`src/logic/lane_adder_pkg.sv`:
```
/*
  Widths, lane count and FIFO sizing for the stream lane adder
  Data, lane and sideband metadata types shared by the pipeline and FIFO
*/
package lane_adder_pkg;

  ////////////////////////////////////////
  // Stream widths
  ////////////////////////////////////////
  localparam int data_w    = 64;              // tdata bits
  localparam int lane_w    = 16;              // One adder lane and the constant
  localparam int num_lanes = data_w / lane_w; // Lanes per beat
  localparam int id_w      = 4;               // tid bits
  localparam int user_w    = 8;               // tuser bits

  ////////////////////////////////////////
  // FIFO sizing
  ////////////////////////////////////////
  localparam int fifo_depth = 32;

  // Spare room of 5 entries covers two pipeline stages
  // plus the cycle that ready takes to fall
  localparam int prog_full_thresh = fifo_depth - 5;

  ////////////////////////////////////////
  // Types
  ////////////////////////////////////////
  typedef logic [data_w-1:0] axis_data_t;
  typedef logic [lane_w-1:0] lane_t;

  // Sidebands that ride along with each beat unchanged
  typedef struct packed {
    logic [data_w/8-1:0] keep;
    logic                last;
    logic [id_w-1:0]     id;
    logic [user_w-1:0]   user;
  } beat_meta_t;

endpackage
```
`src/logic/axis_beat_if.sv`:
```
/*
  One stream beat between the adder pipeline and the output FIFO
  Valid, data and sideband metadata; no ready, writes are never refused
*/
`timescale 1ns/1ns

interface axis_beat_if;
  import lane_adder_pkg::*;

  logic       valid; // Beat is written this cycle
  axis_data_t data;
  beat_meta_t meta;  // keep, last, id, user

  // Pipeline side
  modport src (
    output valid,
    output data,
    output meta
  );

  // FIFO side
  modport dst (
    input valid,
    input data,
    input meta
  );

endinterface

```
`src/logic/stream_adder_top.sv`:
```
/*
  AXI4-Stream lane adder top level
  Packs the input sidebands, runs the adder pipeline and the output FIFO
*/
`timescale 1ns/1ns

module stream_adder_top (
  input  logic                                s_axis_aclk,
  input  logic                                rst,
  input  logic [lane_adder_pkg::lane_w-1:0]   ctrl_constant,
  input  logic                                s_axis_tvalid,
  output logic                                s_axis_tready,
  input  logic [lane_adder_pkg::data_w-1:0]   s_axis_tdata,
  input  logic [lane_adder_pkg::data_w/8-1:0] s_axis_tkeep,
  input  logic                                s_axis_tlast,
  input  logic [lane_adder_pkg::id_w-1:0]     s_axis_tid,
  input  logic [lane_adder_pkg::user_w-1:0]   s_axis_tuser,
  output logic                                m_axis_tvalid,
  input  logic                                m_axis_tready,
  output logic [lane_adder_pkg::data_w-1:0]   m_axis_tdata,
  output logic [lane_adder_pkg::data_w/8-1:0] m_axis_tkeep,
  output logic                                m_axis_tlast,
  output logic [lane_adder_pkg::id_w-1:0]     m_axis_tid,
  output logic [lane_adder_pkg::user_w-1:0]   m_axis_tuser
);
  import lane_adder_pkg::*;

  beat_meta_t s_meta;   // Sidebands in
  beat_meta_t m_meta;   // Sidebands out
  logic       wr_ready; // Registered not-prog-full

  axis_beat_if beat_if ();

  assign s_meta.keep = s_axis_tkeep;
  assign s_meta.last = s_axis_tlast;
  assign s_meta.id   = s_axis_tid;
  assign s_meta.user = s_axis_tuser;

  lane_add_pipe u_pipe (
    .s_axis_aclk  (s_axis_aclk),
    .rst          (rst),
    .s_axis_tvalid(s_axis_tvalid),
    .wr_ready     (wr_ready),
    .s_axis_tdata (s_axis_tdata),
    .s_axis_meta  (s_meta),
    .ctrl_constant(ctrl_constant),
    .beat_out     (beat_if)
  );

  axis_sync_fifo #(
    .depth(fifo_depth)
  ) u_fifo (
    .s_axis_aclk  (s_axis_aclk),
    .rst          (rst),
    .beat_in      (beat_if),
    .wr_ready     (wr_ready),
    .m_axis_tvalid(m_axis_tvalid),
    .m_axis_tready(m_axis_tready),
    .m_axis_tdata (m_axis_tdata),
    .m_axis_meta  (m_meta)
  );

  assign s_axis_tready = wr_ready;

  // Unpack sidebands at the output
  assign m_axis_tkeep = m_meta.keep;
  assign m_axis_tlast = m_meta.last;
  assign m_axis_tid   = m_meta.id;
  assign m_axis_tuser = m_meta.user;

endmodule

```
`src/logic/axis_sync_fifo.sv`:
```
/*
  Synchronous show-ahead stream FIFO
  Circular buffer with fill count and programmable-full flag
  Write ready is the registered inverse of programmable full
*/
`timescale 1ns/1ns

module axis_sync_fifo #(
  parameter int depth = lane_adder_pkg::fifo_depth // Power of two
) (
  input  logic                       s_axis_aclk,
  input  logic                       rst,
  axis_beat_if.dst                   beat_in,
  output logic                       wr_ready,
  output logic                       m_axis_tvalid,
  input  logic                       m_axis_tready,
  output lane_adder_pkg::axis_data_t m_axis_tdata,
  output lane_adder_pkg::beat_meta_t m_axis_meta
);
  import lane_adder_pkg::*;

  ////////////////////////////////////////
  // Storage and pointers
  ////////////////////////////////////////
  axis_data_t data_mem [depth];
  beat_meta_t meta_mem [depth];

  logic [$clog2(depth)-1:0]   wr_ptr; // Wraps at depth
  logic [$clog2(depth)-1:0]   rd_ptr;
  logic [$clog2(depth+1)-1:0] count;  // Entries held, 0 to depth

  logic wr_en;
  logic rd_en;
  logic prog_full;

  assign wr_en     = beat_in.valid;                  // Room was reserved upstream
  assign rd_en     = m_axis_tvalid & m_axis_tready;
  assign prog_full = (count >= prog_full_thresh);

  // Memory write
  always_ff @(posedge s_axis_aclk) begin
    if (wr_en) begin
      data_mem[wr_ptr] <= beat_in.data;
      meta_mem[wr_ptr] <= beat_in.meta;
    end
  end

  // Pointers and fill count
  always_ff @(posedge s_axis_aclk) begin
    if (rst) begin
      wr_ptr <= '0;
      rd_ptr <= '0;
      count  <= '0;
    end else begin
      if (wr_en) begin
        wr_ptr <= wr_ptr + 1'b1;
      end
      if (rd_en) begin
        rd_ptr <= rd_ptr + 1'b1;
      end
      case ({wr_en, rd_en})
        2'b10:   count <= count + 1'b1;
        2'b01:   count <= count - 1'b1;
        default: count <= count; // Both or neither
      endcase
    end
  end

  // Ready lags the flag by one cycle
  always_ff @(posedge s_axis_aclk) begin
    if (rst) begin
      wr_ready <= 1'b0;
    end else begin
      wr_ready <= ~prog_full;
    end
  end

  ////////////////////////////////////////
  // Show-ahead read port
  ////////////////////////////////////////
  assign m_axis_tvalid = (count != '0);
  assign m_axis_tdata  = data_mem[rd_ptr];
  assign m_axis_meta   = meta_mem[rd_ptr];

  // The threshold margin must keep in-flight beats from overrunning
  a_no_write_when_full: assert property (
    @(posedge s_axis_aclk) disable iff (rst)
    wr_en |-> (count < depth)
  ) else $error("write into a full FIFO");

  // Stalled head beat stays put until it is taken
  a_hold_until_taken: assert property (
    @(posedge s_axis_aclk) disable iff (rst)
    (m_axis_tvalid && !m_axis_tready) |=>
      (m_axis_tvalid && $stable(m_axis_tdata) && $stable(m_axis_meta))
  ) else $error("output beat changed before it was taken");

endmodule

```
`src/logic/lane_add_pipe.sv`:
```
/*
  Two-stage lane adder pipeline
  Stage 1 registers the beat, its ready and the constant
  Stage 2 adds the constant to every lane, modulo 2^16
*/
`timescale 1ns/1ns

module lane_add_pipe (
  input  logic                       s_axis_aclk,
  input  logic                       rst,
  input  logic                       s_axis_tvalid,
  input  logic                       wr_ready,
  input  lane_adder_pkg::axis_data_t s_axis_tdata,
  input  lane_adder_pkg::beat_meta_t s_axis_meta,
  input  lane_adder_pkg::lane_t      ctrl_constant,
  axis_beat_if.src                   beat_out
);
  import lane_adder_pkg::*;

  ////////////////////////////////////////
  // Stage 1 registers
  ////////////////////////////////////////
  logic       s1_valid;
  logic       s1_ready; // Ready as seen at the sampling edge
  axis_data_t s1_data;
  beat_meta_t s1_meta;
  lane_t      s1_constant;

  ////////////////////////////////////////
  // Stage 2 registers
  ////////////////////////////////////////
  logic       s2_valid;
  axis_data_t s2_data;
  beat_meta_t s2_meta;

  // Stage 1 control
  always_ff @(posedge s_axis_aclk) begin
    if (rst) begin
      s1_valid <= 1'b0;
      s1_ready <= 1'b0;
    end else begin
      s1_valid <= s_axis_tvalid;
      s1_ready <= wr_ready;
    end
  end

  // Stage 1 payload, constant sampled with its beat
  always_ff @(posedge s_axis_aclk) begin
    s1_data     <= s_axis_tdata;
    s1_meta     <= s_axis_meta;
    s1_constant <= ctrl_constant;
  end

  // Only beats that were really accepted move on
  always_ff @(posedge s_axis_aclk) begin
    if (rst) begin
      s2_valid <= 1'b0;
    end else begin
      s2_valid <= s1_valid & s1_ready;
    end
  end

  // Lane adders, carry out of each lane is dropped
  always_ff @(posedge s_axis_aclk) begin
    for (int i = 0; i < num_lanes; i++) begin
      s2_data[i*lane_w +: lane_w] <= s1_data[i*lane_w +: lane_w] + s1_constant;
    end
    s2_meta <= s1_meta;
  end

  assign beat_out.valid = s2_valid;
  assign beat_out.data  = s2_data;
  assign beat_out.meta  = s2_meta;

endmodule

```
`config.mk`:
```
export PLATFORM = sky130hd
export DESIGN_NAME = stream_adder_top
export DESIGN_NICKNAME = d
export VERILOG_FILES = /design/src/logic/lane_adder_pkg.sv /design/src/logic/axis_beat_if.sv /design/src/logic/stream_adder_top.sv /design/src/logic/axis_sync_fifo.sv /design/src/logic/lane_add_pipe.sv
export SDC_FILE = /design/constraint.sdc
export NUM_CORES = 2
export LEC_CHECK = 0
export BUFFER_PORTS_ARGS = -buffer_cell sky130_fd_sc_hd__buf_2
export CAP_MARGIN = 25
export CORE_UTILIZATION = 25
export DETAILED_ROUTE_END_ITERATION = 7
export HOLD_SLACK_MARGIN = 0.15
export PLACE_DENSITY_LB_ADDON = 0.12
export SETUP_SLACK_MARGIN = 0.15
export SYNTH_ARGS = -nofsm -noshare
export SYNTH_HDL_FRONTEND = slang
export SYNTH_SLANG_ARGS = --single-unit
```
`constraint.sdc`:
```
create_clock -name s_axis_aclk -period 5.5 [get_ports s_axis_aclk]
set_input_delay 0.275 -clock s_axis_aclk [delete_from_list [all_inputs] [get_ports s_axis_aclk]]
set_output_delay 0.275 -clock s_axis_aclk [all_outputs]
set_load 0.01 [all_outputs]
```
==> Implementation_results.wiki <==
{| class="wikitable"
! Metric !! Value
|-
| Final worst-path cycle share || 0.7984
|-
| Sum of routed wire length over all layers || between 300000 and 400000 µm
|-
| Flops & latches, synth || 2931
|-
| Global Route met2 Usage || 0.2629
|-
| GR Util All Layers || 0.1555
|-
| Worst Path Max Fanout || slightly below 80
|-
| Xor and xnor fraction of the mapped netlist area || 0.005055
|-
| Die extent in y || 668.0 µm
|-
| P_int || ~42 mW
|-
| Met1 capacity usage during global routing || 0.2155
|-
| Worst Setup End Kind || output pin
|-
| Delay contributed by the slowest stage of the critical path || 0.81 ns
|-
| Class of the most critical setup path || reg -> out
|-
| Fillers || 42760
|-
| WP data arrival || 4.12 ns
|-
| Most frequent cells in the layout || edfxtp_1 (2720), mux4_2 (789), clkbuf_16 (353)
|-
| Most frequent cell on the critical path || mux4_2
|-
| RSZ-0062 raised after global routing || false
|-
| Power per unit of standard cell area || 411.8 nW/µm²
|-
| Hold violation total from the final report || 0
|-
| Compound-gate portion of the synthesized area || 0.01572
|-
| Synthesis-to-layout area growth || 21.91%
|-
| Multiplexer area fraction after synthesis || 0.1764
|-
| Number of antenna violations at the first check in global routing || 23
|-
| Maximum number of pins on one net before global-route repair || roughly 80
|-
| Number of buffers added by the clock tree synthesis step || about 350
|-
| Global-route wire length before repair || between 400000 and 500000 µm
|-
| Worst path cell trace || buf_12 -> mux4_2 -> mux4_2 -> mux2_2 -> buf_2
|-
| Element type at the critical path start || flip-flop
|-
| Fraction of the mapped netlist area in simple logic gates || 0.009163
|-
| Arithmetic-cell share of the synthesized area counting full adders, half adders and majority gates || 0.008395
|-
| Capturing point of the worst reg2reg path || u_pipe.beat_out.data[31]$_DFF_P_
|-
| Number of cells on the worst reg-to-reg path || 7
|-
| Horizontal die dimension || roughly 670 µm
|-
| Most crowded layer after global routing || met2
|-
| Total half-perimeter wirelength after legalization and detailed placement || around 190000 µm
|-
| Avg Vias per Cell || 4.512
|-
| Final Setup Violations || 0
|-
| Global-route met3 utilization || 0.01642
|-
| Fraction of registers with async set/reset || 0
|-
| Max VDD drop || about 300 µV
|-
| Area used by multi-input combinational logic || around 24000 µm²
|-
| Maximum clock rate || 227.7 MHz
|-
| Max capacitance violation total || 0
|-
| Tightest slew margin relative to the limit || 0.3199
|-
| Number of input and output port buffers inserted || ~190
|-
| Most common library cell in the layout ignoring fill and taps || edfxtp_1
|-
| Total core area || approximately 440000 µm²
|-
| Share of power burned in the clock network || 0.401
|-
| Sum of negative setup slack || 0 ns
|-
| Maximum clock insertion buffer count || 4
|-
| First-pass detailed-route iteration total || 8
|-
| Worst-margin pin slew || 1.019 ns
|-
| Cell with the largest stage delay on the worst path || dfxtp_4
|-
| CTS tree || done
|-
| YS warnings || 0
|-
| Number of H-tree levels || 5
|-
| Outcome || finished, violations left
|-
| Power dissipated by switching net loads || between 10 and 15 mW
|-
| Number of global-route vias before repair || around 56000
|-
| Cell count after synthesis || 4763
|-
| Detailed router's first-iteration violation count || between 4000 and 5000
|-
| Site row count || ~240
|-
| Clock transition at the registers of the reported paths || around 0.060 ns
|-
| Most common flop cell mapped by yosys || edfxtp_1
|-
| Post-Synthesis Net Count || slightly below 5000
|-
| Clock net sink count || roughly 3000
|-
| Critical Path RT || 5.22 ns
|-
| Reg power frac || 0.467
|-
| Leakage power summed over all cells || 41.09 nW
|-
| Origin of the critical flop-to-flop path || u_pipe.s1_constant[1]$_DFF_P_
|-
| Number of distinct library cells after synthesis || 56
|-
| Combinational family with the most area after synthesis || multiplexers
|-
| Clk Tree Root Cell || clkbuf_16
|-
| Initial Util || 0.2512
|-
| Slew Limit Fails || 0
|-
| End of the critical path || m_axis_tdata[36]
|-
| Detailed-route DRC error count || 8
|-
| Post-cts resize count || 0
|-
| Avg Inst Size Synth || roughly 23 µm²
|-
| Number of non-filler instances in the completed layout || about 12000
|-
| Syn Std Cell Area || roughly 110000 µm²
|-
| Combinational fraction of design power || 0.132
|-
| Class of the tightest hold or removal check || reg -> reg
|-
| Sw Ratio || 0.2459
|-
| Internal reg-to-reg setup slack || approximately 1.9 ns
|-
| Count of pins on the block boundary || 192
|-
| Last weighted congestion value of the routability-driven placer || approximately 0.72
|-
| Post-layout minimum cycle time || about 4.4 ns
|-
| Flip-flop and latch area || 85920 µm²
|-
| Area enclosed by the die boundary || 446200 µm²
|-
| Placed Instances || 10805
|-
| Residual antenna-violating net count after detailed routing || 0
|-
| Average routed wire per standard cell || about 30 µm
|-
| Total via count after detailed routing || ~53000
|-
| Layout cells sized above 1 || 0.3113
|-
| GR Overflow Total || 0
|-
| Clock latency on the worst-skew pair || between 0.9 and 1 ns
|-
| Final #Nets || ~5700
|-
| Largest clock skew in the final design || approximately 0.048 ns
|-
| Sequential share of the synthesized area || 0.7747
|-
| EDFF count, synth || ~2700
|-
| Violations in the final reports || DRC
|}
sequential cells by signal, indices dropped and copies added, names as in the netlist, 5 cells and up, named ones only:
signal,count
u_fifo.count,6
u_pipe.s1_data,64
u_fifo.wr_ptr,5
u_pipe.beat_out.data,64
u_pipe.s1_meta,21
u_pipe.beat_out.meta,21
u_fifo.meta_mem,672
u_pipe.s1_constant,16
u_fifo.data_mem,2048
u_fifo.rd_ptr,5
synthesized netlist by cell type, drive strengths merged (5+ instances only):
library cell	number	area [µm²]
o221ai	19	166.4
a211o	6	52.55
nor2b	31	193.9
mux2	81	912.1
dfxtp	211	4224
mux2i	88	880.8
a21o	19	142.6
clkbuf	107	401.6
o211ai	23	172.7
a211oi	30	225.2
a21oi	83	415.4
o41ai	5	43.79
or3	5	31.28
nor3	12	60.06
nand3	7	35.03
o31ai	5	37.54
xor2	25	219.0
a31oi	7	43.79
nand2	57	214.0
edfxtp	2720	81680
ha	68	850.8
mux4	789	17770
inv	24	90.09
nor2	76	285.3
o21ai	33	165.2
xnor2	39	341.6
buf	128	675.7
how the worst min path moves through the flow:
| stage | startpoint | endpoint | cells after the start |
|---|---|---|---|
| 6_report | u_pipe.s1_meta[10]$_DFF_P_ | u_pipe.beat_out.meta[10]$_DFF_P_ | 0 |
| 5_1_grt | u_pipe.s1_meta[10]$_DFF_P_ | u_pipe.beat_out.meta[10]$_DFF_P_ | 0 |
| 4_1_cts | rst | u_fifo.count[3]$_SDFFE_PP0P_ | 3 |
| 3_5_place_dp | u_pipe.s1_meta[8]$_DFF_P_ | u_pipe.beat_out.meta[8]$_DFF_P_ | 0 |
| 3_3_place_gp | u_pipe.s1_meta[4]$_DFF_P_ | u_pipe.beat_out.meta[4]$_DFF_P_ | 0 |
| 2_1_floorplan | ctrl_constant[0] | u_pipe.s1_constant[0]$_DFF_P_ | 0 |
critical path, delay by kind of cell, from the launching register on:
kind / cells / cell delay [ns]
multiplexers: 3 / 1.43
buffers and inverters: 2 / 0.72
flip-flops: 1 / 0.81
routing by layer:
layer | vias up | part of all wire
met5 | - | 0.000034
met4 | 2 | 0.020
met3 | 414 | 0.030
met2 | 1061 | 0.49
met1 | 29476 | 0.46
li1 | 21813 | -
power by group through the flow:
stage	sequential (mW)	combinational, mW	clock (mW)
5_1_grt	26.1	7.96	23.8
4_1_cts	26.4	7.05	23.0
6_report	26.0	7.32	22.3
3_5_place_dp	26.9	6.92	0
2_1_floorplan	26.3	4.88	0
3_3_place_gp	26.8	6.84	0
timing repair:
action	in CTS	in global routing
endpoints found under the hold margin	126	0
hold buffers	207	0
setup buffers	0	0
cell families (layout without fill, tap and decap cells):
kind of cell / Yosys count / in the layout
XOR/XNOR: 64 / 64
flip-flops: 2931 / 2931
AO/OA/AOI/OAI: 262 / 262
buffers and inverters: 259 / 1279
multiplexers: 958 / 958
other: 0 / 8
AND/OR/NAND/NOR: 217 / 217
adder cells (fa/ha/maj): 72 / 72
stage by stage:
stage          total power [mW]  worst slack [ns]  hold slack [ns]  utilization  area, µm²
5_1_grt                   57.84            0.8366           0.3300       0.3062     135200
4_1_cts                   56.47            0.8752           0.3188       0.3039     134200
3_3_place_gp              33.69             1.913           0.3132       0.2737     120800
2_1_floorplan             31.18            0.3691           0.3027            -     110900
3_5_place_dp              33.79             1.905           0.3121       0.2743     121100
6_report                  55.67             1.109           0.3245       0.3062     135200
layout make-up:
cell class | instances | share of cell area
diodes | 8 | 0.0001481
well taps | 5904 | 0.05465
repair buffers | 616 | 0.04945
inverters | 24 | 0.0006664
flip-flops and latches | 2931 | 0.6356
multi-input cells | 1573 | 0.1780
clock inverters | 153 | 0.01029
clock buffers | 486 | 0.07112
Power figures use the tool's default switching activity.
